$ cat src/logic/tomasulo_defines.svh
`ifndef TOMASULO_DEFINES_SVH
`define TOMASULO_DEFINES_SVH

// datapath and register file
`define DATA_W 32
`define REG_AW 5

// entries per reservation station
`define RS_DEPTH 4

// product latency in cycles
`define MUL_STAGES 3

// msb picks the station, low bits the entry
`define TAG_W 3

`endif

$ cat src/logic/tomasuloPkg.sv
`default_nettype none
`include "tomasulo_defines.svh"

package tomasuloPkg;

    // opcode and function field values
    localparam logic [5:0] opSpecial = 6'h00;
    localparam logic [5:0] opAddi    = 6'h08;
    localparam logic [5:0] fnAdd     = 6'h20;
    localparam logic [5:0] fnSub     = 6'h22;
    localparam logic [5:0] fnMul     = 6'h18;

    // one instruction word, two field layouts
    typedef union packed {
        struct packed {
            logic [5:0] op;
            logic [4:0] rs;
            logic [4:0] rt;
            logic [4:0] rd;
            logic [4:0] shamt;
            logic [5:0] func;
        } rType;
        struct packed {
            logic [5:0]  op;
            logic [4:0]  rs;
            logic [4:0]  rt;
            logic [15:0] immd16;
        } iType;
    } instrWord_u;

    typedef enum logic [1:0] {
        opAdd,
        opSub,
        opMul
    } aluOp_e;

    // producer of a pending value
    typedef struct packed {
        logic              valid;
        logic [`TAG_W-1:0] id;
    } tag_t;

endpackage

`default_nettype wire

$ cat src/logic/addUnit.sv
`timescale 1ns/1ps
`default_nettype none
`include "tomasulo_defines.svh"

module addUnit (
    input  wire logic                clk,
    input  wire logic                arstN,
    input  wire logic                dispatchValid,
    input  wire tomasuloPkg::aluOp_e dispatchOp,
    input  wire logic [`DATA_W-1:0]  dispatchA,
    input  wire logic [`DATA_W-1:0]  dispatchB,
    input  wire tomasuloPkg::tag_t   dispatchTag,
    input  wire logic                grant,
    output logic                     accept,
    output logic                     resultValid,
    output logic [`DATA_W-1:0]       resultData,
    output tomasuloPkg::tag_t        resultTag
);
    import tomasuloPkg::*;

    // free when empty or being drained this cycle
    assign accept = !resultValid || grant;

    always_ff @(posedge clk or negedge arstN) begin
        if (!arstN) begin
            resultValid <= 1'b0;
        end else if (dispatchValid) begin
            resultValid <= 1'b1;
        end else if (grant) begin
            resultValid <= 1'b0;
        end
    end

    // holding register, stays put until granted
    always_ff @(posedge clk) begin
        if (dispatchValid) begin
            resultData <= (dispatchOp == opSub) ? dispatchA - dispatchB : dispatchA + dispatchB;
            resultTag  <= dispatchTag;
        end
    end

endmodule

`default_nettype wire

$ cat config.mk
export PLATFORM = sky130hd
export DESIGN_NAME = addUnit
export DESIGN_NICKNAME = d
export VERILOG_FILES = /design/src/logic/tomasuloPkg.sv /design/src/logic/addUnit.sv
export VERILOG_INCLUDE_DIRS = /design/src /design/src/logic
export SDC_FILE = /design/constraint.sdc
export NUM_CORES = 1
export LEC_CHECK = 0
export BUFFER_PORTS_ARGS = -buffer_cell sky130_fd_sc_hd__buf_2
export CORE_UTILIZATION = 32
export DETAILED_ROUTE_END_ITERATION = 6
export GPL_ROUTABILITY_DRIVEN = 0
export PLACE_DENSITY_LB_ADDON = 0.1
export SETUP_SLACK_MARGIN = 0.5
export SYNTH_ARGS = -nofsm -noshare
export SYNTH_HDL_FRONTEND = slang
export SYNTH_SLANG_ARGS = --single-unit
$ cat constraint.sdc
create_clock -name clk -period 0.8 [get_ports clk]
set_input_delay 0.04 -clock clk [delete_from_list [all_inputs] [get_ports clk]]
set_output_delay 0.04 -clock clk [all_outputs]
set_load 0.05 [all_outputs]
Word-level counts from Yosys, hierarchy flattened --
Index checks and enable logic that the tools add are counted.
Cells by class: $add $sub $neg 2, equal/unequal tests 1, muxes and demuxes 3, reductions and logical operators 3
Operators by type and width (count):
- adder 32 bit | 1
- two-way mux 32 bit | 1
- subtractor 32 bit | 1
- == test 2 x 1 -> 1 bit (second input constant) | 1
- two-way mux 1 bit | 2
- nonzero test 2 bit | 1
- zero test 1 bit | 1
- logical OR 1 bit | 1
Word-level totals: flip-flop bits (word level) 37, output and inout bits 38, logic and storage cells 13

Logic depth before layout (Yosys ltp) --
Gate-level depths: netlist (run 1).
depth in word-level cells 2, depth in mapped cells 17, depth with buffers taken out 16

Worst setup path after synthesis (run 1) --
Ideal clock, no wire load.
path kind input port to flip-flop, from input port dispatchB[11], to register resultData[25] (data pin), setup time 0.266 ns, arrival 3.066 ns, path slack -2.532 ns, cell stages on the path 14, buffers on the path 1, cell sequence or4_4 or3_4 nor3_4 or2_4 nand2_4 xnor2_1 ha_1 clkbuf_1 nand3_1 or3_1 a211o_1 and2_1 o21ai_0 xor2_1
Between the ends: longest elaborated chain between the ends 2
Ends and longest elaborated chain:
- start: declaration | RTL line addUnit.sv:11 | input wire logic [`DATA_W-1:0] dispatchB,
- adder 32 bit / subtractor 32 bit (equally long branches) | RTL line addUnit.sv:37 | resultData <= (dispatchOp == opSub) ? dispatchA - dispatchB : dispatchA + dispatchB;
- two-way mux 32 bit (*) | RTL line addUnit.sv:37
- end signal: assignment | RTL line addUnit.sv:37
- end: declaration | RTL line addUnit.sv:16 | output logic [`DATA_W-1:0] resultData,
Every way passes the cells marked *; elsewhere a longest branch is shown, timed or not. A chain may end at the register's enable or synchronous reset.

Worst setup path after layout (run 1) --
Same ends and word-level chain as after synthesis.

==> out/qor.txt, run 1 <==
P_leak -> 3.10 nW
Initial core utilization -> 32.8%
Synth area leader -> edfxtp_1
GRT busiest layer -> met2
Mapped Area -> 0.00354 mm²
FFs w/ async S/R, synth -> 2.70%
Netlist cell types -> 58
Final period utilization -> 374%
Clk_lat worst skew -> 0.29 ns
Worst slew pin tran -> 0.484 ns
Final Non-Filler Cells -> 819
Vias in the first global route -> 4171
Total CTS buffers -> 5
Largest net degree at the start of global routing -> 13
Die X -> 107 µm
Crit path arrival time -> 3.04 ns
DRT iter0 DRCs -> 213
Die height -> 107 µm
Synth Warn # -> 0
Met2 Use GR -> 38.7%
HPWL after DPL -> 9710 µm
Critical Path Start Type -> input pin
Final WS setup -> -2.19 ns
Skew final -> 0 ns
CP endpoint -> resultData[25]
Largest family of logic cells by synthesized area -> compound AO/OA/AOI/OAI gates
FILL cells -> 881
Post-CTS Hold Buffers -> 1
CTS H-tree lvls -> 2
PortBufs -> 111
Critical path startpoint -> dispatchB[11]
Met3 Track Usage GR -> 4.07%
Multi-input logic area -> 0.00294 mm²
Clk pin slew, worst setup/hold paths -> 0.08 ns
PnR Total Power -> 11.6 mW
Crit. End Element -> flip-flop
# clock sinks -> 37
Reg2Reg Depth -> 2
Hold Path Class -> input pin to flip-flop
Die area -> 0.0115 mm²
Synth top cells by count -> 46 x a21oi_1, 36 x edfxtp_1, 34 x xnor2_1
Post-synth top area share -> 30.6%
Failing checks -> hold timing, setup timing
M1 GR Usage -> 30.7%
Routed len/inst -> 15.9 µm
CTS Buffer Depth -> 2
GRT Overall Usage -> 23.2%
Setup TNS -> -55.12 ns
Ant diodes -> 0
Req. time, crit path -> 0.85 ns
PwrDens -> 1700 mW/mm²
TritonCTS clock tree -> yes
Routed Antenna Nets -> 0
Core ar. -> 0.0108 mm²
Worst hold path cell count -> 1
Critical path class -> input pin to flip-flop
Status -> finished with violations
RSZ-0062 raised after global routing -> true
Area share of and/or/nand/nor cells after synthesis -> 17.3%
I/O pins -> 112
Mapped Nets -> 496
Register bit total from synthesis -> 37
First-pass GRT wire length -> 20500 µm
Synth Area in Compound Gates -> 21.7%
Router iterations before antenna repair -> 4
Fin Hold WS -> -0.0844 ns
GRT overflow -> 0
Initial antenna violation count -> 0
MaxCap Viol Count -> 0
RR Startpoint -> resultValid
DR vias -> 4060
Synth Area per Inst -> 9.10 µm²
Xor and xnor area share after synthesis -> 14.6%
Dominant synthesized flop cell -> edfxtp_1
Reg2reg end -> resultValid
# placed instances -> 765
Max Slew Vio Count -> 0
Fin nets -> 785
Reg-to-reg slack, setup -> 0.13 ns
Min Tclk post-route -> 2.99 ns
Drt drc -> 0
Post-Synth Adder-Cell Area -> 11.9%
Maximum vdd drop -> 1.21 mV
Layout area overhead -> 93.5%
Most common cell in the synthesized netlist -> a21oi_1
Row count -> 38
Mux contribution to synthesized area -> 0.283%
Final Hold Fails -> 4
Sequential area share after synthesis -> 31.3%
Cells after synthesis -> 389
Max transition margin -> 67.5%
Crit-path max FO -> 3
Max Clock Freq -> 334 MHz
Post-Route WL -> 13000 µm
FF+latch area -> 0.00111 mm²
Synth top area cells -> edfxtp_1 31%, ha_1 11%, xnor2_1 8.4%
# setup viols final -> 69
Clk Tree Root Cell -> clkbuf_8
EDFF count, synth -> 36
Via density -> 4.96
Layout cells sized above 1 -> 60.5%
-- worst max-delay path, stage by stage --
cell and delay [ns]:
buf_6 0.09, or4_4 0.52, or3_4 0.39, nor3_4 0.19
nand2_1 0.10, nand2_2 0.11, nand2_2 0.07, xnor2_2 0.14
ha_1 0.30, nand3_1 0.10, or3_4 0.34, a211o_1 0.28
and2_4 0.19, o21ai_2 0.12, xor2_1 0.08
-- layout by cell type (no fill, tap or decap), types with 6 or more instances in the layout --
cell	count
a21oi_1	27
xor2_1	20
buf_6	67
ha_1	27
nand3_1	7
nor2_2	6
a21oi_2	17
o21ai_0	8
nand2_2	7
inv_1	8
edfxtp_1	36
buf_4	154
a21o_1	13
o21ai_2	6
xnor2_1	29
nand2b_1	6
nor2_1	9
nand2_1	16
o21ai_1	7
buf_2	64
nor3_1	12
-- final cells by class --
class                           count  share of cell area (%)
Tap cell                          140                    2.56
Timing Repair Buffer              297                    36.2
Multi-Input combinational cell    325                    43.0
Sequential cell                    37                    16.2
Clock inverter                      3                   0.256
Clock buffer                        5                    1.01
Inverter                           12                   0.841
-- routing by layer --
layer,wire (µm),up-vias
met3,797,21
met4,295,0
met5,0,-
li1,-,2034
met1,5640,1881
met2,6290,124
-- cells by family (layout without fill, tap and decap cells) --
logic type | Yosys count | after routing
muxes | 1 | 1
buffers and inverters | 27 | 317
AOI/OAI and AO/OA | 122 | 122
and+or+nand+nor | 110 | 110
DFF | 37 | 37
adders and majority gates | 33 | 33
xor gates and xnor gates | 59 | 59
-- timing repair --
action,CTS,global route
setup buffers,22,19
gates resized for setup,188,36
pin swaps,74,37
endpoints found under the setup margin,107,81
endpoints found under the hold margin,5,4
cloned,3,1
-- registers in the layout, summed over array words and instances, names as in the netlist --
register and count:
resultData 32, resultTag 4, resultValid 1
-- how the worst min path moves through the flow --
stage	start	to
3_3_place_gp	arstN	resultValid
4_1_cts	dispatchTag[1]	resultTag[1]
3_5_place_dp	arstN	resultValid
6_report	dispatchTag[1]	resultTag[1]
2_1_floorplan	arstN	resultValid
5_1_grt	dispatchTag[1]	resultTag[1]
-- per-stage QoR --
step	area (µm²)	util, %	hold WS (ns)	setup slack, ns
CTS	6480	60.0	-0.0985	-2.16
global route	6850	63.4	-0.0969	-2.30
detailed placement	5430	50.3	-0.184	-2.69
finish	6850	63.4	-0.0844	-2.19
floorplan	3740	-	-0.256	-2.40
global placement	5430	50.3	-0.184	-2.59
-- report_power, final --
group	leakage [nW]	internal (mW)	switching [mW]
logic	2.69	3.51	3.88
registers	0.362	2.67	0.182
clock network	0.0439	0.603	0.783
Power figures use the tool's default switching activity.
==> inputs of run 2 (changes only) <==
- BUFFER_PORTS_ARGS: -buffer_cell sky130_fd_sc_hd__buf_2 -> unset
- DONT_BUFFER_PORTS: unset -> 1
==> run 2 against run 1 <==
Net effect:
- the run still ends with hold timing, setup timing left
- sequential cell count stayed put
- critical path depth is 3 lower
- setup slack better by 0.017 ns
- combinational power is 0.5% higher
- die area stayed put
- final area is 6.1% lower
- sequential power is 5% higher
- global-route usage is 2.4 points lower
- critical endpoint is now resultData[24]
- largest cell class unchanged
- highest routed layer unchanged
==> out/qor.txt, run 2 (synthesized netlist as in run 1, its figures left out) <==
Status -> finished with violations
Failing checks -> hold timing, setup timing
Core ar. -> 0.0108 mm² (unchanged)
Worst Hold Endpoint -> resultTag[1]
CTS Buffer Depth -> 2 (unchanged)
# clock sinks -> 37 (unchanged)
Maximum vdd drop -> 1.17 mV (-3.7%)
Hold path start -> dispatchTag[1]
DRT iter0 DRCs -> 155 (-27%)
CP Buf/Inv Count -> 0 (-1)
GRT overflow -> 0 (unchanged)
Switching pwr -> 4.64 mW (-4.3%)
Die area -> 0.0115 mm² (unchanged)
Top flop regs -> resultData (32), resultTag (4), resultValid (1)
Worst hold path cell count -> 0 (-1)
CP peak stage delay -> 0.53 ns (about the same)
Most used cell, CP -> or3_4
Critical Path Start Type -> input pin
First-pass GRT wire length -> 18400 µm (-11%)
Clock Power Share -> 14.6% (+2.7 points)
Met2 Use GR -> 34.9% (-3.8 points)
GRT busiest layer -> met2
Critical path's top delay family -> simple AND/OR/NAND/NOR gates
Total CTS buffers -> 5 (unchanged)
P_leak -> 2.74 nW (-12%)
Row count -> 38 (unchanged)
MaxCap Viol Count -> 0 (unchanged)
Max transition margin -> 73.5% (+6.0 points)
Combinational power share -> 61.0% (-2.6 points)
Die height -> 107 µm (unchanged)
Crit-path max FO -> 4 (+1)
Reg-to-reg slack, setup -> 0.12 ns (about the same)
Layout area overhead -> 81.6%
CTS H-tree lvls -> 2 (unchanged)
Worst path cell trace -> or4_4 > or3_4 > nor3_4 > a21oi_2 > xnor2_2 > ha_1 > a21o_1 > a211oi_2 > o211ai_1 > or3_4 > a41oi_2 > xnor2_1
Initial core utilization -> 32.8% (unchanged)
Req. time, crit path -> 0.85 ns (about the same)
Initial antenna violation count -> 0 (unchanged)
TritonCTS clock tree -> yes
Leading cell type in the layout, fill and taps excluded -> buf_4
Clk_lat worst skew -> 0.29 ns (about the same)
Hold Path Class -> input pin to flip-flop
Router iterations before antenna repair -> 4 (unchanged)
Post-CTS Hold Buffers -> 1 (unchanged)
Reg with most FFs -> resultData
Layout cells sized above 1 -> 53.0% (-7.5 points)
# setup viols final -> 69 (unchanged)
Routed Antenna Nets -> 0 (unchanged)
Seq pwr share -> 24.4% (about the same)
Critical path class -> input pin to flip-flop
Min Tclk post-route -> 2.98 ns (-0.0169 ns)
Max Clock Freq -> 336 MHz (+0.57%)
Drt drc -> 0 (unchanged)
RSZ-0062 raised after global routing -> true
Die X -> 107 µm (unchanged)
Skew final -> 0 ns (unchanged)
Reg2Reg Depth -> 2 (unchanged)
Final Hold Fails -> 42 (+38)
Crit path arrival time -> 3.03 ns (about the same)
Most frequent cells in the layout -> 130 x buf_4, 36 x edfxtp_1, 34 x buf_12, 31 x xnor2_1, 31 x buf_6
Internal -> 7.54 mW (+11%)
DR vias -> 3718 (-8.4%)
Via density -> 5.17 (+4.3%)
FILL cells -> 880 (-0.11%)
Net Sw Frac -> 38.1% (-3.6 points)
Largest net degree at the start of global routing -> 38 (+25)
Slowest CP cell -> or4_4
Reg2reg end -> resultValid
I/O pins -> 112 (unchanged)
Fin Hold WS -> -0.163 ns (-0.0783 ns)
Post-Route WL -> 12000 µm (-7.9%)
Largest register FFs -> 32 (unchanged)
M1 GR Usage -> 25.8% (-4.9 points)
Worst slew pin tran -> 0.396 ns (-0.0883 ns)
PwrDens -> 1900 mW/mm² (+12%)
Max Slew Vio Count -> 0 (unchanged)
Final WS setup -> -2.18 ns (+0.0169 ns)
Vias in the first global route -> 3707 (-11%)
Final period utilization -> 372% (-2.1 points)
Ant diodes -> 0 (unchanged)
PnR Total Power -> 12.2 mW (+4.7%)
Fin nets -> 685 (-13%)
Crit. End Element -> flip-flop
Clk pin slew, worst setup/hold paths -> 0.08 ns (about the same)
Routed len/inst -> 16.7 µm (+5.0%)
Placement Setup Slack -> -2.58 ns (+0.114 ns)
RR Startpoint -> resultValid
PortBufs -> 0 (-100%)
Clk Tree Root Cell -> clkbuf_8
GRT Overall Usage -> 20.8% (-2.4 points)
Met3 Track Usage GR -> 5.35% (+1.3 points)
HPWL after DPL -> 9060 µm (-6.7%)
==> run 2: changes by cell type in the layout (fill, tap and decap cells not counted), moves of 3 or more <==
| cell | delta |
|---|---|
| buf_12 | +32 |
| buf_6 | -36 |
| buf_8 | -4 |
| buf_4 | -24 |
| xor2_1 | +3 |
| buf_2 | -64 |
| buf_16 | -4 |
==> run 2: metrics by stage <==
stage	hold WS, ns	area [µm²]	TNS (ns)	utilization, %	cells
6_report	-0.163	6420	-55.27	59.5	719
5_1_grt	-0.183	6420	-59.59	59.5	719
4_1_cts	-0.173	6040	-54.17	56.0	702
3_5_place_dp	-0.256	5390	-60.42	49.9	670
3_3_place_gp	-0.256	5390	-59.48	49.9	670
2_1_floorplan	-0.256	3740	-52.92	-	389
==> run 2: layer usage <==
| layer | routed length, µm | up-vias |
|---|---|---|
| met4 | 360 | 0 |
| met2 | 5810 | 110 |
| met5 | 0 | - |
| met3 | 833 | 25 |
| met1 | 5000 | 1750 |
| li1 | - | 1833 |
==> run 2: area by class of cell <==
class / instances / area, µm² / share of cell area (%)
Clock buffer: 6 / 82.6 / 1.29
Clock inverter: 2 / 37.5 / 0.584
Inverter: 12 / 65.1 / 1.01
Multi-Input combinational cell: 326 / 2940 / 45.8
Sequential cell: 37 / 1110 / 17.2
Tap cell: 140 / 175 / 2.73
Timing Repair Buffer: 196 / 2020 / 31.4
==> run 2: power by group through the flow <==
| stage | logic, mW | clock network, mW | registers [mW] |
|---|---|---|---|
| after floorplan | 2.17 | 0 | 4.15 |
| after global placement | 6.33 | 0 | 3.02 |
| after detailed placement | 6.36 | 0 | 3.02 |
| after CTS | 6.98 | 1.81 | 2.99 |
| after global routing | 7.86 | 1.88 | 3.02 |
| final | 7.43 | 1.77 | 2.98 |
==> run 2: worst register-to-register path: stages, from the launching register on <==
cell	delay, ns
dfrtp_2	0.43
nand2b_4	0.10
nand2b_4	0.05
==> run 2: what timing repair did <==
action | 4_1_cts | 5_1_grt
pin swaps | 39 | 32
cloned | 1 | 0
gates resized for setup | 79 | 57
buffers inserted | 22 | 17
hold endpoints to repair | 42 | 42
setup endpoints to repair | 70 | 70
==> run 2: worst max path at each step <==
stage	startpoint	endpoint	slack (ns)	depth (start not counted)
after global routing	dispatchB[11]	resultData[31]	-2.32	12
after global placement	dispatchB[11]	resultData[24]	-2.56	12
final	dispatchB[11]	resultData[24]	-2.18	12
after floorplan	dispatchB[11]	resultData[25]	-2.40	13
after detailed placement	dispatchB[11]	resultData[28]	-2.58	12
after CTS	dispatchB[11]	resultData[24]	-2.17	12
==> inputs of run 3 (changes only) <==
- ABC_AREA: unset -> 1
- CTS_CLUSTER_SIZE: unset -> 40
==> run 3 against run 2 <==
Net effect:
- final area up 26%
- count of clock-buffer cells in the layout down 1
- highest routed layer unchanged
- clock power up 10%
- core utilization down 1.8 points
- non-clock buffer count down 54
- critical path depth up 8
- cell count up 52%
- worst hold slack better by 0.0096 ns
- global-route usage down 0.063 points
- the run still ends with hold timing, setup timing left
- area after synthesis up 31%
- first-iteration DRC count up 110%
==> out/qor.txt, run 3 <==
P_leak -> 3.83 nW (+40%)
GRT Overall Usage -> 20.7% (-0.063 points)
Die height -> 122 µm (+14%)
EDFF count, synth -> 36 (unchanged)
Layout area overhead -> 74.8%
Synth area leader -> edfxtp_1
Post-Route WL -> 15500 µm (+29%)
Reg2reg end -> resultValid
I/O pins -> 112 (unchanged)
PortBufs -> 0 (unchanged)
Vias in the first global route -> 5005 (+35%)
Fin util -> 57.7% (-1.8 points)
Post-CTS Hold Buffers -> 1 (unchanged)
Worst path cell trace -> clkinv_16 > ha_4 > nand3_4 > nor2_4 > nand2_2 > inv_2 > nor2_2 > o21ai_1 > o21ai_2 > ha_4 > nand2_1 > nand2_2 > nand2_2 > nand2_2 > nand2_1 > nand2_2 > a21oi_2 > buf_4 > nand3_1 > nand2_1
Clk Tree Root Cell -> clkbuf_16
DR vias -> 5167 (+39%)
Critical path class -> input pin to flip-flop
Reg-to-reg slack, setup -> 0.15 ns (+0.03 ns)
Crit-path max FO -> 4 (unchanged)
Dominant synthesized flop cell -> edfxtp_1
PwrDens -> 1590 mW/mm² (-16%)
Final Hold Fails -> 42 (unchanged)
Critical path startpoint -> dispatchB[0]
Largest net degree at the start of global routing -> 38 (unchanged)
Die area -> 0.0149 mm² (+30%)
WP depth -> 20 (+8)
Crit path arrival time -> 2.08 ns (-0.95 ns)
Setup TNS -> -33.78 ns (+21.50 ns)
Total CTS buffers -> 5 (unchanged)
GRT overflow -> 0 (unchanged)
Max transition margin -> 82.4% (+8.9 points)
Critical Path Start Type -> input pin
DRT iter0 DRCs -> 318 (+110%)
Leading cell type in the layout, fill and taps excluded -> nand2_1
Drt drc -> 0 (unchanged)
TritonCTS clock tree -> yes
Synth Warn # -> 0 (unchanged)
Final WS setup -> -1.23 ns (+0.943 ns)
Initial core utilization -> 33.0% (+0.25 points)
FF+latch area -> 0.00111 mm² (unchanged)
CP peak stage delay -> 0.33 ns (-0.20 ns)
Fin Hold WS -> -0.153 ns (+0.00964 ns)
Most used cell, CP -> nand2_2
Synth top cells by count -> 284 x nand2_1, 147 x inv_1, 85 x nor2_1
Skew final -> 0 ns (unchanged)
Req. time, crit path -> 0.84 ns (about the same)
Netlist cell types -> 29 (-50%)
FFs w/ async S/R, synth -> 2.70% (unchanged)
CTS H-tree lvls -> 2 (unchanged)
Initial antenna violation count -> 0 (unchanged)
Mapped Area -> 0.00462 mm² (+31%)
Ant diodes -> 0 (unchanged)
Max Slew Vio Count -> 0 (unchanged)
Final period utilization -> 254% (-120 points)
Top flop regs -> resultData (32), resultTag (4), resultValid (1)
Row count -> 43 (+13%)
Cells after synthesis -> 764 (+96%)
RSZ-0062 raised after global routing -> true
Slowest CP cell -> ha_4
HPWL after DPL -> 12200 µm (+35%)
Maximum vdd drop -> 0.827 mV (-29%)
Reg with most FFs -> resultData
PnR Total Power -> 12.9 mW (+5.5%)
RR Startpoint -> resultValid
Hold Path Class -> input pin to flip-flop
Synth top area cells -> edfxtp_1 23%, nand2_1 23%, inv_1 12%
Placement Setup Slack -> -1.64 ns (+0.937 ns)
Mapped Nets -> 871 (+76%)
First-pass GRT wire length -> 23800 µm (+29%)
Clk pin slew, worst setup/hold paths -> 0.06 ns (-0.02 ns)
Critical path's top delay family -> simple AND/OR/NAND/NOR gates
Reg2Reg Depth -> 2 (unchanged)
Worst slew pin tran -> 0.263 ns (-0.133 ns)
Min Tclk post-route -> 2.03 ns (-0.943 ns)
Post-synth top area share -> 23.4% (-7.2 points)
Synth Area per Inst -> 6.05 µm² (-34%)
Status -> finished with violations
# setup viols final -> 69 (unchanged)
Core ar. -> 0.0140 mm² (+30%)
Layout cells sized above 1 -> 52.3% (-0.71 points)
MaxCap Viol Count -> 0 (unchanged)
Sequential area share after synthesis -> 23.9% (-7.3 points)
CTS Buffer Depth -> 2 (unchanged)
Failing checks -> hold timing, setup timing
Router iterations before antenna repair -> 5 (+1)
Register bit total from synthesis -> 37 (unchanged)
Max Clock Freq -> 492 MHz (+46%)
Largest register FFs -> 32 (unchanged)
CP endpoint -> resultData[29]
Routed len/inst -> 14.2 µm (-15%)
Via density -> 4.74 (-8.3%)
Routed Antenna Nets -> 0 (unchanged)
CP Buf/Inv Count -> 3 (+3)
# clock sinks -> 37 (unchanged)
Most frequent cells in the layout -> 172 x nand2_1, 110 x inv_1, 97 x nand2_2, 90 x buf_4, 39 x nor2_1
FILL cells -> 1242 (+41%)
Multi-input logic area -> 0.00441 mm² (+50%)
Clk_lat worst skew -> 0.28 ns (about the same)
Most common cell in the synthesized netlist -> nand2_1
Die X -> 122 µm (+14%)
Crit. End Element -> flip-flop
Fin nets -> 1016 (+48%)
==> run 3: report_power, final <==
part / total, mW / internal [mW] / switching, mW
logic: 8.00 / 3.70 / 4.30
clock network: 1.95 / 1.14 / 0.804
registers: 2.91 / 2.64 / 0.266
==> run 3: area by class of cell <==
class	count	area share [%]
clock inverters	3	0.217
repair buffers	142	19.2
flip-flops and latches	37	13.7
well taps	180	2.79
clock buffers	5	1.55
multi-input cells	572	54.6
inverters	151	7.98
==> run 3: metrics by stage <==
step | area (µm²) | cells | hold WS (ns)
floorplan | 4920 | 764 | -0.256
CTS | 7230 | 1078 | -0.160
detailed placement | 6360 | 1051 | -0.256
global route | 8080 | 1090 | -0.160
finish | 8080 | 1090 | -0.153
global placement | 6360 | 1051 | -0.256
==> run 3: what timing repair did <==
action / in CTS / in global routing
pin swaps: 80 / 105
setup endpoints to repair: 70 / 70
setup buffers: 18 / 12
endpoints found under the hold margin: 42 / 42
resized for setup: 156 / 198
==> run 3: worst reg2reg max path, delay by kind of cell (launching register included) <==
family | cells | cell delay [ns]
DFF | 1 | 0.42
and+or+nand+nor | 2 | 0.12
==> run 3: worst min-delay path by stage <==
stage | endpoint | start | depth (start not counted) | slack (ns)
3_3_place_gp | resultValid | arstN | 0 | -0.26
4_1_cts | resultTag[3] | dispatchTag[3] | 0 | -0.16
3_5_place_dp | resultValid | arstN | 0 | -0.26
2_1_floorplan | resultValid | arstN | 0 | -0.26
6_report | resultTag[0] | dispatchTag[0] | 0 | -0.15
5_1_grt | resultTag[0] | dispatchTag[0] | 0 | -0.16
==> run 3: kinds of logic after synthesis <==
group / Yosys count / share of synthesized area, %
AND/OR/NAND/NOR: 456 / 41.7
buffers and inverters: 155 / 12.7
XOR/XNOR: 42 / 7.96
AO/OA/AOI/OAI: 41 / 4.66
flip-flops: 37 / 23.9
adder cells (fa/ha/maj): 33 / 9.10
==> run 3: metal layers <==
layer | track usage (%) | routed length, µm | vias up
met5 | 0 | 0 | -
met4 | 6.25 | 437 | 0
met1 | 26.0 | 6730 | 2360
met3 | 3.56 | 811 | 28
met2 | 36.1 | 7510 | 160
li1 | - | - | 2619
