File: src/logic/tomasulo_defines.svh
`ifndef TOMASULO_DEFINES_SVH
`define TOMASULO_DEFINES_SVH

// datapath and register file
`define DATA_W 32
`define REG_AW 5

// entries per reservation station
`define RS_DEPTH 4

// product latency in cycles
`define MUL_STAGES 3

// msb picks the station, low bits the entry
`define TAG_W 3

`endif

File: src/logic/tomasuloPkg.sv
`default_nettype none
`include "tomasulo_defines.svh"

package tomasuloPkg;

    // opcode and function field values
    localparam logic [5:0] opSpecial = 6'h00;
    localparam logic [5:0] opAddi    = 6'h08;
    localparam logic [5:0] fnAdd     = 6'h20;
    localparam logic [5:0] fnSub     = 6'h22;
    localparam logic [5:0] fnMul     = 6'h18;

    // one instruction word, two field layouts
    typedef union packed {
        struct packed {
            logic [5:0] op;
            logic [4:0] rs;
            logic [4:0] rt;
            logic [4:0] rd;
            logic [4:0] shamt;
            logic [5:0] func;
        } rType;
        struct packed {
            logic [5:0]  op;
            logic [4:0]  rs;
            logic [4:0]  rt;
            logic [15:0] immd16;
        } iType;
    } instrWord_u;

    typedef enum logic [1:0] {
        opAdd,
        opSub,
        opMul
    } aluOp_e;

    // producer of a pending value
    typedef struct packed {
        logic              valid;
        logic [`TAG_W-1:0] id;
    } tag_t;

endpackage

`default_nettype wire

File: src/logic/reservationStation.sv
`timescale 1ns/1ps
`default_nettype none
`include "tomasulo_defines.svh"

module reservationStation #(
    parameter int STATION_ID = 0
) (
    input  wire logic                clk,
    input  wire logic                arstN,
    input  wire logic                write,
    input  wire tomasuloPkg::aluOp_e op,
    input  wire logic [`DATA_W-1:0]  aData,
    input  wire tomasuloPkg::tag_t   aTag,
    input  wire logic [`DATA_W-1:0]  bData,
    input  wire tomasuloPkg::tag_t   bTag,
    input  wire logic                cdbValid,
    input  wire tomasuloPkg::tag_t   cdbTag,
    input  wire logic [`DATA_W-1:0]  cdbData,
    input  wire logic                unitAccept,
    output logic                     full,
    output logic                     dispatchValid,
    output tomasuloPkg::aluOp_e      dispatchOp,
    output logic [`DATA_W-1:0]       dispatchA,
    output logic [`DATA_W-1:0]       dispatchB,
    output tomasuloPkg::tag_t        dispatchTag,
    output tomasuloPkg::tag_t        allocTag,
    output logic                     pending
);
    import tomasuloPkg::*;

    localparam int   IDX_W = `TAG_W - 1;
    localparam logic SID   = 1'(STATION_ID);

    // waiting: holds operands, not dispatched yet
    logic [`RS_DEPTH-1:0] waiting;
    // inFlight: in the unit, tag still live until broadcast
    logic [`RS_DEPTH-1:0] inFlight;
    aluOp_e               entOp   [`RS_DEPTH];
    logic [`DATA_W-1:0]   entA    [`RS_DEPTH];
    logic [`DATA_W-1:0]   entB    [`RS_DEPTH];
    tag_t                 entATag [`RS_DEPTH];
    tag_t                 entBTag [`RS_DEPTH];

    logic [`RS_DEPTH-1:0] ready;
    logic [IDX_W-1:0]     freeIdx;
    logic [IDX_W-1:0]     pickIdx;
    logic                 anyFree;
    logic                 anyReady;

    function automatic logic busHit(tag_t t);
        return cdbValid && t.valid && t.id == cdbTag.id;
    endfunction

    // --------------------
    // select
    // --------------------
    // walk downward so the lowest index wins
    always_comb begin
        anyFree  = 1'b0;
        freeIdx  = '0;
        anyReady = 1'b0;
        pickIdx  = '0;
        for (int i = `RS_DEPTH - 1; i >= 0; i--) begin
            ready[i] = waiting[i] && !entATag[i].valid && !entBTag[i].valid;
            if (!waiting[i] && !inFlight[i]) begin
                anyFree = 1'b1;
                freeIdx = IDX_W'(i);
            end
            if (ready[i]) begin
                anyReady = 1'b1;
                pickIdx  = IDX_W'(i);
            end
        end
    end

    assign full     = !anyFree;
    assign allocTag = '{valid: anyFree, id: {SID, freeIdx}};
    assign pending  = |waiting || |inFlight;

    assign dispatchValid = anyReady && unitAccept;
    assign dispatchOp    = entOp[pickIdx];
    assign dispatchA     = entA[pickIdx];
    assign dispatchB     = entB[pickIdx];
    assign dispatchTag   = '{valid: 1'b1, id: {SID, pickIdx}};

    // --------------------
    // entry state
    // --------------------
    always_ff @(posedge clk or negedge arstN) begin
        if (!arstN) begin
            waiting  <= '0;
            inFlight <= '0;
        end else begin
            // own result on the bus releases the tag
            for (int i = 0; i < `RS_DEPTH; i++) begin
                if (cdbValid && cdbTag.id == {SID, IDX_W'(i)}) begin
                    inFlight[i] <= 1'b0;
                end
            end
            if (dispatchValid) begin
                waiting[pickIdx]  <= 1'b0;
                inFlight[pickIdx] <= 1'b1;
            end
            if (write) begin
                waiting[freeIdx] <= 1'b1;
            end
        end
    end

    // operands and their snooping
    always_ff @(posedge clk) begin
        for (int i = 0; i < `RS_DEPTH; i++) begin
            if (waiting[i] && busHit(entATag[i])) begin
                entA[i]    <= cdbData;
                entATag[i] <= tag_t'(0);
            end
            if (waiting[i] && busHit(entBTag[i])) begin
                entB[i]    <= cdbData;
                entBTag[i] <= tag_t'(0);
            end
        end
        if (write) begin
            entOp[freeIdx]   <= op;
            entA[freeIdx]    <= aData;
            entATag[freeIdx] <= aTag;
            entB[freeIdx]    <= bData;
            entBTag[freeIdx] <= bTag;
        end
    end

    // issue side has to stall on full
    assert property (@(posedge clk) disable iff (!arstN) write |-> !full);

endmodule

`default_nettype wire

File: config.mk
export PLATFORM = sky130hd
export DESIGN_NAME = reservationStation
export DESIGN_NICKNAME = d
export VERILOG_FILES = /design/src/logic/tomasuloPkg.sv /design/src/logic/reservationStation.sv
export VERILOG_INCLUDE_DIRS = /design/src /design/src/logic
export SDC_FILE = /design/constraint.sdc
export NUM_CORES = 1
export LEC_CHECK = 0
export BUFFER_PORTS_ARGS = -buffer_cell sky130_fd_sc_hd__buf_2
export CELL_PAD_IN_SITES_DETAIL_PLACEMENT = 0
export CELL_PAD_IN_SITES_GLOBAL_PLACEMENT = 1
export CORE_ASPECT_RATIO = 2
export CORE_MARGIN = 4
export CORE_UTILIZATION = 42
export CTS_CLUSTER_DIAMETER = 40
export DETAILED_ROUTE_END_ITERATION = 7
export PLACE_DENSITY_LB_ADDON = 0.1
export SLEW_MARGIN = 30
export SYNTH_ARGS = -nofsm -noshare
export SYNTH_HDL_FRONTEND = slang
export SYNTH_SLANG_ARGS = --single-unit
File: constraint.sdc
create_clock -name clk -period 5 [get_ports clk]
set_input_delay 0.75 -clock clk [delete_from_list [all_inputs] [get_ports clk]]
set_output_delay 0.75 -clock clk [all_outputs]
set_load 0.01 [all_outputs]
Yosys cells after proc, flatten, opt, wreduce, memory -nomap -nowiden. Memory sizes are Yosys's and may differ from the RTL's. Index checks and enable logic that the tools add are counted.

Bits in registers: 8. Bits in writable memories: 296. Bits of input ports: 115. Output and inout bits: 77. Word-level logic and storage cells: 135. Memories kept: 5.

Memory list: entA (words 4, width 32, rd ports 1, clocked after memory_dff 0, write ports 5, line reservationStation.sv:39) `` logic [`DATA_W-1:0] entA [`RS_DEPTH]; ``; entB (words 4, width 32, rd ports 1, clocked after memory_dff 0, write ports 5, line reservationStation.sv:40) `` logic [`DATA_W-1:0] entB [`RS_DEPTH]; ``; entATag (words 4, width 4, rd ports 4, clocked after memory_dff 0, write ports 5, line reservationStation.sv:41) `` tag_t entATag [`RS_DEPTH]; ``; entBTag (words 4, width 4, rd ports 4, clocked after memory_dff 0, write ports 5, line reservationStation.sv:42) `` tag_t entBTag [`RS_DEPTH]; ``; entOp (words 4, width 2, rd ports 1, clocked after memory_dff 0, write ports 1, line reservationStation.sv:38) `` aluOp_e entOp [`RS_DEPTH]; ``.

$lt $le $gt $ge: 4. Equality and inequality tests: 11. Muxes and demuxes: 45. Bitwise operators: 4. Reduce and logical (&&, ||, !) cells: 64.

Operators by type and width (number): $logic_and A1 B1 Y1 (43); $mux W1 (32); $eq A3 B3 Y1 (8); $logic_not A1 Y1 (17); $mux W2 (8); $mux W4 (3); $or A4 B4 Y4 (2); $reduce_or A4 Y1 (2); $eq A3 B2 Y1 const B (2); $lt A2 B3 Y1 const B (2); $and A4 B4 Y4 (1); $demux W1 S2 (2); $ge A2 B1 Y1 const B (2); $not A4 Y4 (1); $eq A3 B1 Y1 const B (1); $logic_not A3 Y1 (1); $logic_or A1 B1 Y1 (1).

Longest topological paths before layout. Gate-level depths: netlist of run 1. An unclocked memory read counts as a cell.

Depth in word-level cells: 17. Mapped depth: 7. Depth with buffers taken out: 5.

Worst setup path after synthesis of run 1. Ideal clock, no wire load.

Path kind: input-to-reg. Start point: input port cdbTag[2] (netlist name). End point: memory entATag[0][0] (netlist name) (enable). Library setup time: 530 ps. Arrival time: 5059 ps. Required time: 4470 ps. Setup slack: -588 ps. Stages on the path: 3. Buffers on the path: 1. Path through: clkbuf_1 xor2_1 o41ai_1.

RTL lines: start: declaration (line reservationStation.sv:17) `input wire tomasuloPkg::tag_t cdbTag,`; end: declaration (line reservationStation.sv:41).

Worst setup path in the final report of run 1.
Start point: register waiting[2]. End point: output port dispatchB[21].

Cells in the longest elaborated chain, start to end: 6.

RTL lines: start: declaration (line reservationStation.sv:35) `` logic [`RS_DEPTH-1:0] waiting; ``; start signal: assignment (line reservationStation.sv:91) `waiting <= '0;`; start signal: indexed assignment (line reservationStation.sv:101) `waiting[pickIdx] <= 1'b0;`; start signal: indexed assignment (line reservationStation.sv:105) `waiting[freeIdx] <= 1'b1;`; $logic_and A1 B1 Y1 (2 in a row) (line reservationStation.sv:64) `ready[i] = waiting[i] && !entATag[i].valid && !entBTag[i].valid;`; $mux W2 (3 in a row) (line reservationStation.sv:69) `if (ready[i]) begin`; $mem_v2 Z4 W32; end: declaration (line reservationStation.sv:24) `` output logic [`DATA_W-1:0] dispatchB, ``.

Every way passes these cells.

==> insert_results.sql, run 1 <==
INSERT INTO impl_metrics (metric_group, metric, value, unit) VALUES
('status', 'outcome', 'completed', ''),
('worst_setup_path', 'max_stage_delay', '0.64', 'ns'),
('yosys', 'synth_ff_type', 'edfxtp_1', ''),
('cells_and_area', 'areaGrowthSynthToFinish', '16.10', '%'),
('die', 'design.portCount', '192', ''),
('global_route', 'globalRoute.totalOverflow', '0', ''),
('drt', 'routedLengthMet1', '16980', 'um'),
('worst_setup_path', 'arrival', '3.17', 'ns'),
('power', 'total_switching_power', '3.619', 'mW'),
('yosys', 'yosys-top-cells-count', 'nand2_1 (395), edfxtp_1 (296), mux2_2 (102)', ''),
('drt', 'vias', '10710', ''),
('yosys', 'synth.top_cell.area_share', '0.6042', ''),
('clocking', 'clkTransAtPathRegs', '0.07', 'ns'),
('worst_setup_path', 'worstPathCellList', 'or3b_4 > nor3_4 > buf_4 > a221o_1 > buf_2', ''),
('sta', 'min_period_over_period', '0.7841', ''),
('placement', 'post_placement_worst_setup_slack', '1.702', 'ns'),
('worst_setup_path', 'worstPathRequired', '4.25', 'ns'),
('sta', 'timing.final.hold_violations', '0', ''),
('drt', 'wl_met2', '25900', 'um'),
('clocking', 'ctsHoldBuffers', '0', ''),
('clocking', 'h-tree-depth', '1', ''),
('die', 'start_util', '0.4267', ''),
('clocking', 'cts_root_buffer', 'clkbuf_16', ''),
('drt', 'ant_nets', '0', ''),
('sta', 'report.final.setup_viol', '0', ''),
('global_route', 'grt_use_total', '0.2358', ''),
('drt', 'highest_layer', 'met5', ''),
('cells_and_area', 'fin_area', '17080', 'um2'),
('drt', 'drt_drc_violations_left', '0', ''),
('yosys', 'synthCells', '1243', ''),
('yosys', 'syn_area_per_cell', '11.83', 'um2'),
('sta', 'finClkSkew', '0.01235', 'ns'),
('sta', 'final.setup.worst_slack', '1.080', 'ns'),
('die', 'die_w', '140.3', 'um'),
('drt', 'vias_per_cell', '5.762', ''),
('power', 'cellLeakagePower', '6.381', 'nW'),
('global_route', 'grt_antenna_before_repair', '4', ''),
('hold_path', 'min_path_type', 'in2async', ''),
('yosys', 'post_synth_num_cell_types', '42', ''),
('yosys', 'synth_largest_area_cell', 'edfxtp_1', ''),
('yosys', 'edff_count_synth', '296', ''),
('die', 'placementRows', '96', ''),
('placement', 'place.gp.congestion', '0.7565', ''),
('power', 'cell_internal_power', '6.267', 'mW'),
('sta', 'worst_slew_margin_rel', '0.3387', ''),
('yosys', 'synth_top_cells_by_area', 'edfxtp_1 (60%), nand2_1 (10%), mux2_2 (7.8%), a221o_1 (4.5%), nand4_1 (3.1%)', ''),
('worst_setup_path', 'worstSetupEndpointType', 'output port', ''),
('die', 'floorplan.core_area', '34470', 'um2'),
('drt', 'detailroute.wirelength.met3', '2234', 'um'),
('worst_setup_path', 'worst-r2r-setup-slack', '1.83', 'ns'),
('yosys', 'synth-seq-area-share', '0.6178', ''),
('yosys', 'yosys.cell_count.top_type', 'nand2_1', ''),
('sta', 'grt_setup_unrepaired', 'no', ''),
('yosys', 'ys_seq_elements', '304', ''),
('drt', 'wl_per_cell', '24.87', 'um'),
('sta', 'slew_viol_final', '0', ''),
('worst_setup_path', 'path_class', 'reg2out', ''),
('yosys', 'synthesis.area', '14710', 'um2'),
('worst_setup_path', 'crit_path_top_delay_cell', 'buf_4', ''),
('drt', 'firstDrtPassIters', '5', ''),
('placement', 'hpwl', '26410', 'um'),
('cells_and_area', 'finalNetCount', '1505', ''),
('yosys', 'synthArstFlopShare', '0.02632', ''),
('worst_setup_path', 'worst-path-max-fanout', '52', ''),
('worst_setup_path', 'critical_path.startpoint_type', 'flop', ''),
('sta', 'worst_pin_slew', '0.9920', 'ns'),
('die', 'floorplan.die_area', '38270', 'um2'),
('yosys', 'yosysWarnings', '0', ''),
('die', 'chipHeight', '272.7', 'um'),
('drt', 'drt_first_iter_violations', '641', ''),
('global_route', 'first_pass_grt_wire_length', '68440', 'um');
power by group through the flow:
stage / Combinational (mW) / Sequential (mW) / Clock, mW
2_1_floorplan: 2.27 / 3.93 / 0
4_1_cts: 3.81 / 3.91 / 2.28
5_1_grt: 4.03 / 3.96 / 2.38
3_5_place_dp: 3.79 / 3.96 / 0
3_3_place_gp: 3.76 / 3.94 / 0
6_report: 3.74 / 3.90 / 2.24
final timing paths:
check	startpoint	endpoint	cells past startpoint
min in group clk	op[1]	entOp[2][1]	1
setup / recovery	waiting[2]	dispatchB[21]	5
hold reg to reg	inFlight[0]	inFlight[0]	2
hold / removal	arstN	waiting[1]	1
setup reg to reg	waiting[2]	entA[3][23]	5
max in group asynchronous	arstN	waiting[0]	1
per-layer routing:
layer  GRT usage  vias to the layer above
li1            -                     4862
met1      0.2635                     5445
met2      0.4598                      333
met3     0.02819                       69
met4     0.06993                        2
met5           0                        -
layout make-up:
type / count / area [um2]
clock buffers: 39 / 855.8
inverters: 5 / 20.02
repair buffers: 212 / 1165
diodes: 4 / 10.01
clock inverters: 17 / 123.9
multi-input cells: 837 / 5264
well taps: 441 / 551.8
fillers: 3174 / 17390
flip-flops and latches: 304 / 9089
cells in the final DEF, fill, tap and decap left out, drive strengths merged, types with 2 or more instances in the layout:
master    instances
nand3             3
mux2            128
nor3              2
or3b              2
clkinvlp          2
a21o              4
inv               4
a41o              2
xor2             14
clkinv           15
o21ai             3
buf             212
edfxtp          296
nand4            72
clkbuf           39
diode             4
dfrtp             8
and3              2
and2             32
nand2           395
a21oi            68
conb              3
a221o            66
o31ai             6
nor2             10
nor3b             4
xnor2            10
o41ai             2
through the flow:
step           hold WS (ns)  utilization  total power [mW]
3_5_place_dp         0.5057       0.4667             7.750
4_1_cts            0.009002       0.4951             9.993
3_3_place_gp         0.5009       0.4666             7.698
2_1_floorplan        0.4544            -             6.200
6_report            0.02372       0.4954             9.886
5_1_grt             0.01807       0.4953             10.37
state kept, by name, summed over array words and instances (netlist names):
| signal | count |
|---|---|
| entB | 128 |
| entATag | 16 |
| inFlight | 4 |
| entBTag | 16 |
| waiting | 4 |
| entOp | 8 |
| entA | 128 |
worst max-delay path: cells and delay by family (launching register included):
family,cells,cell delay [ns]
buffers and inverters,2,0.81
flip-flops,1,0.47
AO/OA/AOI/OAI,1,0.37
AND/OR/NAND/NOR,2,0.88
cell families (layout without fill, tap and decap cells):
logic type / count (synthesis) / in the layout / share of synthesized area
AO/OA/AOI/OAI: 154 / 154 / 0.07834
XOR/XNOR: 24 / 24 / 0.01429
other: 2 / 7 / 0.0005105
flip-flops: 304 / 304 / 0.6178
buffers and inverters: 103 / 273 / 0.03368
multiplexers: 128 / 128 / 0.09798
AND/OR/NAND/NOR: 528 / 528 / 0.1574
No activity file was read; power rests on OpenSTA's default activity.
==> inputs of run 2 (changes only) <==
- CORE_UTILIZATION: 42 -> 47
- clock period: 5 -> 3.79 ns (I/O delays scaled with it)
==> run 2 against run 1 <==
  * Routed wire length is 5.3% lower
  * Worst hold slack better by 0.26 ns
  * Die area is 10% lower
  * Final cell count is 0.75% lower
  * Clock power is 44% higher
  * Final area is 0.89% higher
==> insert_results.sql, run 2 (same netlist as run 1, synthesis figures left out) <==
INSERT INTO impl_metrics (metric_group, metric, value, unit) VALUES
('worst_setup_path', 'worstPathRequired', '3.22', 'ns'),
('sta', 'report.final.setup_viol', '0', ''),
('sta', 'min_period_over_period', '0.9150', ''),
('drt', 'drt_first_iter_violations', '641', ''),
('drt', 'firstDrtPassIters', '5', ''),
('cells_and_area', 'top_registers', 'entA (128), entB (128)', ''),
('clocking', 'cts_tree', 'yes', ''),
('clocking', 'cts-buffers-inserted', '34', ''),
('sta', 'tns_setup', '0', 'ns'),
('cells_and_area', 'areaGrowthSynthToFinish', '17.13', '%'),
('worst_setup_path', 'critical_path_depth', '5', ''),
('worst_setup_path', 'critical_path.startpoint_type', 'flop', ''),
('drt', 'wl_per_cell', '23.72', 'um'),
('die', 'floorplan.die_area', '34360', 'um2'),
('sta', 'finalWorstPathRequiredPeriod', '3.468', 'ns'),
('worst_setup_path', 'path_class', 'reg2out', ''),
('global_route', 'grt_use_total', '0.2530', ''),
('status', 'outcome', 'completed', ''),
('cells_and_area', 'final_cell_mix', 'nand2_1 (395), edfxtp_1 (296), buf_2 (187), mux2_2 (102), nand4_1 (72)', ''),
('cells_and_area', 'fin_area', '17230', 'um2'),
('run', 'drv.max_cap_violation_count', '0', ''),
('global_route', 'grt_antenna_before_repair', '4', ''),
('drt', 'vias', '10640', ''),
('clocking', 'worstSkewPairLatency', '0.52', 'ns'),
('sta', 'timing.final.hold_violations', '0', ''),
('worst_setup_path', 'worstPathCellList', 'or3b_4 > nor3_4 > buf_4 > a221o_1 > buf_2', ''),
('cells_and_area', 'final_layout_size_suffix_gt1_frac', '0.2725', ''),
('die', 'chipHeight', '258.2', 'um'),
('drt', 'drt_wl_total', '43770', 'um'),
('global_route', 'number_of_global_route_vias_before_repair', '11220', ''),
('clocking', 'h-tree-depth', '2', ''),
('clocking', 'cts_sinks', '304', ''),
('power', 'p_per_area', '770.5', 'nW/um2'),
('global_route', 'globalRoute.totalOverflow', '0', ''),
('cells_and_area', 'finalNetCount', '1514', ''),
('placement', 'number_of_input_and_output_port_buffers_inserted', '187', ''),
('cells_and_area', 'postLayoutCoreUtil', '0.5584', ''),
('sta', 'final.setup.worst_slack', '0.3223', 'ns'),
('global_route', 'first_pass_grt_wire_length', '66350', 'um'),
('clocking', 'cts_post_setup_buffers_inserted', '0', ''),
('worst_setup_path', 'crit_path_top_delay_cell', 'or3b_4', ''),
('hold_path', 'worstHoldPathCells', '1', ''),
('global_route', 'grt_start_max_net_pins', '76', ''),
('die', 'design.portCount', '192', ''),
('worst_setup_path', 'register_to_register_path_depth', '5', ''),
('die', 'start_util', '0.4767', ''),
('clocking', 'clkTransAtPathRegs', '0.06', 'ns'),
('drt', 'ant_nets', '0', ''),
('drt', 'vias_per_cell', '5.766', ''),
('sta', 'worst_slew_margin_rel', '0.3708', ''),
('cells_and_area', 'fillCellCount', '2668', ''),
('clocking', 'postCtsResizedCells', '0', ''),
('sta', 'hold_ws', '0.2840', 'ns'),
('die', 'floorplan.core_area', '30860', 'um2'),
('drt', 'drt_drc_violations_left', '0', ''),
('die', 'die_w', '133.1', 'um'),
('hold_path', 'min_path_type', 'in2reg', ''),
('placement', 'placed_area', '16120', 'um2'),
('clocking', 'cts_root_buffer', 'clkbuf_16', ''),
('sta', 'grt_setup_unrepaired', 'no', ''),
('worst_setup_path', 'worstSetupEndpointType', 'output port', ''),
('power', 'worst_ir_drop_vdd', '0.4655', 'mV'),
('worst_setup_path', 'worst-path-max-fanout', '39', ''),
('placement', 'post_placement_worst_setup_slack', '0.8348', 'ns'),
('placement', 'place.gp.congestion', '0.7865', ''),
('power', 'cellLeakagePower', '6.457', 'nW'),
('cells_and_area', 'layout_commonest_cell', 'nand2_1', ''),
('worst_setup_path', 'path_delay_family', 'simple AND/OR/NAND/NOR gates', ''),
('placement', 'hpwl', '25170', 'um'),
('die', 'placementRows', '91', ''),
('worst_setup_path', 'buffers_and_inverters_on_the_worst_path', '2', ''),
('worst_setup_path', 'max_stage_delay', '0.62', 'ns'),
('worst_setup_path', 'arrival', '2.90', 'ns'),
('clocking', 'max-clock-path-buffers', '3', ''),
('sta', 'slew_viol_final', '0', ''),
('sta', 'finClkSkew', '0.01983', 'ns'),
('sta', 'worst_pin_slew', '0.9438', 'ns'),
('sta', 'highest_clock_rate', '0.2884', 'GHz');
[run 2: stage by stage]
step | power, mW | cells
2_1_floorplan | 8.174 | 1244
3_3_place_gp | 10.12 | 1780
3_5_place_dp | 10.18 | 1780
4_1_cts | 13.43 | 1842
5_1_grt | 13.93 | 1843
6_report | 13.28 | 1845
[run 2: path summary, 6_finish.rpt]
path | startpoint | to | slack [ns]
worst max-delay path | waiting[2] | dispatchA[20] | 0.32
worst min-delay path | op[0] | entOp[3][0] | 0.28
worst max register to register | waiting[1] | entB[2][25] | 1.25
worst min register to register | inFlight[2] | inFlight[2] | 0.53
max in group asynchronous | arstN | waiting[1] | 3.17
min in group asynchronous | arstN | inFlight[2] | 0.43
[run 2: timing repair]
item	CTS	global route
endpoints found under the setup margin	0	0
hold buffers	1	0
hold endpoints to repair	8	0
[run 2: area by class of cell]
type	count	area, um2	area share
flip-flops and latches	304	9089	0.5275
multi-input cells	837	5264	0.3055
repair buffers	217	1230	0.07138
clock buffers	44	952.2	0.05526
well taps	418	523.0	0.03035
clock inverters	17	145.1	0.008423
inverters	5	20.02	0.001162
diodes	3	7.507	0.0004357
[run 2: power breakdown]
part           switching [mW]  internal [mW]
clock network            1.35           1.87
registers               0.264           4.89
logic                    3.14           1.75
[run 2: per-layer routing]
metal / vias to the layer above / routed length [um] / GRT usage
li1: 4897 / - / -
met1: 5366 / 16100 / 0.2864
met2: 299 / 24180 / 0.4830
met3: 74 / 2146 / 0.03645
met4: 2 / 1329 / 0.08181
met5: - / 13 / 0
[run 2: worst register-to-register path: cells and delay by family, from the launching register on]
kind,cells,cell delay [ns]
compound gates,1,0.15
buf+inv,2,0.99
flops,1,0.46
simple gates,2,0.58
==> inputs of run 3 (changes only) <==
- CORE_MARGIN: 4 -> unset
==> run 3 against run 2 <==
  * Global-route usage grew 1.3 points
  * Final area shrank 0.99%
  * Combinational power shrank 0.8%
  * Largest cell class unchanged
  * Final cell count shrank 0.38%
  * Critical path type unchanged
  * Total power shrank 3.5%
  * Clock skew shrank 0.012 ns
==> insert_results.sql, run 3 (same netlist as run 1, synthesis figures left out) <==
INSERT INTO impl_metrics (metric_group, metric, value, unit) VALUES
('global_route', 'grt_start_max_net_pins', '75', ''),
('sta', 'report.final.setup_viol', '0', ''),
('drt', 'detailroute.wirelength.met3', '2006', 'um'),
('worst_setup_path', 'worst-r2r-setup-slack', '1.01', 'ns'),
('clocking', 'h-tree-depth', '1', ''),
('clocking', 'cts_root_buffer', 'clkbuf_16', ''),
('worst_setup_path', 'register_to_register_path_depth', '5', ''),
('placement', 'place.gp.congestion', '0.7644', ''),
('die', 'start_util', '0.4767', ''),
('placement', 'number_of_input_and_output_port_buffers_inserted', '187', ''),
('power', 'cellLeakagePower', '6.378', 'nW'),
('die', 'floorplan.die_area', '32050', 'um2'),
('drt', 'ant_nets', '0', ''),
('worst_setup_path', 'critical_path.startpoint_type', 'flop', ''),
('sta', 'hold_ws', '0.2191', 'ns'),
('clocking', 'clkTransAtPathRegs', '0.06', 'ns'),
('sta', 'slew_viol_final', '0', ''),
('drt', 'vias_per_cell', '5.726', ''),
('drt', 'routedLengthMet1', '15300', 'um'),
('sta', 'finClkSkew', '0.007992', 'ns'),
('worst_setup_path', 'path_class', 'reg2out', ''),
('drt', 'drt_drc_violations_left', '0', ''),
('cells_and_area', 'finalNetCount', '1515', ''),
('clocking', 'cts_sinks', '304', ''),
('sta', 'timing.final.hold_violations', '0', ''),
('worst_setup_path', 'arrival', '2.94', 'ns'),
('sta', 'final.setup.worst_slack', '0.2771', 'ns'),
('global_route', 'globalRoute.totalOverflow', '0', ''),
('drt', 'wl_met2', '23140', 'um'),
('power', 'p_per_area', '750.8', 'nW/um2'),
('sta', 'highest_clock_rate', '0.2847', 'GHz'),
('sta', 'min_period_over_period', '0.9269', ''),
('worst_setup_path', 'worstSetupEndpointType', 'output port', ''),
('sta', 'grt_setup_unrepaired', 'no', ''),
('placement', 'hpwl', '24890', 'um'),
('global_route', 'number_of_global_route_vias_before_repair', '10840', ''),
('worst_setup_path', 'worst-path-max-fanout', '66', ''),
('die', 'floorplan.core_area', '30860', 'um2'),
('cells_and_area', 'multi_input_comb_area', '5264', 'um2'),
('clocking', 'cts_post_setup_buffers_inserted', '0', ''),
('sta', 'worst_pin_slew', '0.9430', 'ns'),
('drt', 'vias', '10530', ''),
('cells_and_area', 'final_layout_size_suffix_gt1_frac', '0.2727', ''),
('worst_setup_path', 'worstReg2RegEnd', 'entB[3][23]', ''),
('hold_path', 'worstHoldEndpoint', 'entOp[2][1]', ''),
('global_route', 'grt_antenna_before_repair', '4', ''),
('die', 'design.portCount', '192', ''),
('hold_path', 'worstHoldStart', 'op[1]', ''),
('cells_and_area', 'areaGrowthSynthToFinish', '15.97', '%'),
('cells_and_area', 'layout_commonest_cell', 'nand2_1', ''),
('worst_setup_path', 'regToRegStartpoint', 'waiting[2]', ''),
('power', 'post-layout-total-power', '12.81', 'mW'),
('cells_and_area', 'seq_area', '9089', 'um2'),
('clocking', 'cts_tree', 'yes', ''),
('drt', 'firstDrtPassIters', '5', ''),
('global_route', 'grt_use_total', '0.2661', ''),
('drt', 'highest_layer', 'met5', ''),
('die', 'die_w', '127.1', 'um'),
('clocking', 'max-clock-path-buffers', '3', ''),
('status', 'outcome', 'completed', ''),
('power', 'worst_ir_drop_vdd', '0.4598', 'mV'),
('hold_path', 'min_path_type', 'in2reg', ''),
('hold_path', 'worstHoldPathCells', '1', ''),
('worst_setup_path', 'worstPathRequired', '3.22', 'ns'),
('drt', 'wl_per_cell', '22.84', 'um'),
('placement', 'post_placement_worst_setup_slack', '0.8783', 'ns'),
('sta', 'tns_setup', '0', 'ns'),
('die', 'placementRows', '91', ''),
('clocking', 'worstSkewPairLatency', '0.57', 'ns'),
('sta', 'finalWorstPathRequiredPeriod', '3.513', 'ns'),
('sta', 'worst_slew_margin_rel', '0.3713', ''),
('global_route', 'first_pass_grt_wire_length', '63130', 'um'),
('drt', 'drt_first_iter_violations', '561', ''),
('cells_and_area', 'fillCellCount', '2756', ''),
('cells_and_area', 'final_cell_mix', 'nand2_1 (395), edfxtp_1 (296), buf_2 (187), mux2_2 (102), nand4_1 (72)', ''),
('clocking', 'cts-buffers-inserted', '30', ''),
('drt', 'drt_wl_total', '41990', 'um'),
('die', 'chipHeight', '252.2', 'um'),
('cells_and_area', 'top_registers', 'entA (128), entB (128)', ''),
('run', 'drv.max_cap_violation_count', '0', '');
## run 3: repair_timing
item | in CTS | in global routing
hold endpoints to repair | 8 | 0
gates resized for setup | 0 | 0
hold buffers | 1 | 0
## run 3: worst max-delay path: stages, from the launching register on
cell and delay [ns]:
dfrtp_1 0.47, nor3b_4 0.19, a21oi_1 0.27, a21o_2 0.18, buf_4 0.72, a221o_1 0.36, buf_2 0.16
## run 3: power by group
group	switching (mW)	internal, mW	leakage, nW
logic	3.09	1.75	3.12
clock network	1.27	1.55	0.431
registers	0.254	4.89	2.82
## run 3: area by class of cell
cell class / count / share of cell area
sequential: 304 / 0.5327
multi-input combinational: 837 / 0.3085
timing repair buffer: 222 / 0.07356
clock inverter: 15 / 0.006601
tap: 418 / 0.03066
clock buffer: 36 / 0.04657
inverter: 5 / 0.001173
antenna: 1 / 0.0001467
## run 3: worst max-delay path by stage
stage               start             to  slack (ns)
3_3_place_gp   waiting[3]  dispatchB[21]        0.91
6_report       waiting[3]  dispatchB[21]        0.28
3_5_place_dp   waiting[3]  dispatchB[19]        0.88
5_1_grt        waiting[3]  dispatchB[21]        0.19
4_1_cts        waiting[3]  dispatchB[19]        0.27
2_1_floorplan   cdbTag[2]  entATag[0][0]        0.07
## run 3: routing by layer
metal,global-route usage,up-vias
li1,-,4890
met1,0.2875,5231
met2,0.5182,306
met3,0.03387,92
met4,0.09898,6
met5,0,-
## run 3: per-stage QoR
| stage | cells | cell area, um2 | utilization |
|---|---|---|---|
| floorplan | 1244 | 14750 | - |
| global placement | 1785 | 16140 | 0.5230 |
| detailed placement | 1785 | 16140 | 0.5231 |
| CTS | 1837 | 17060 | 0.5528 |
| global route | 1838 | 17060 | 0.5529 |
| finish | 1838 | 17060 | 0.5529 |
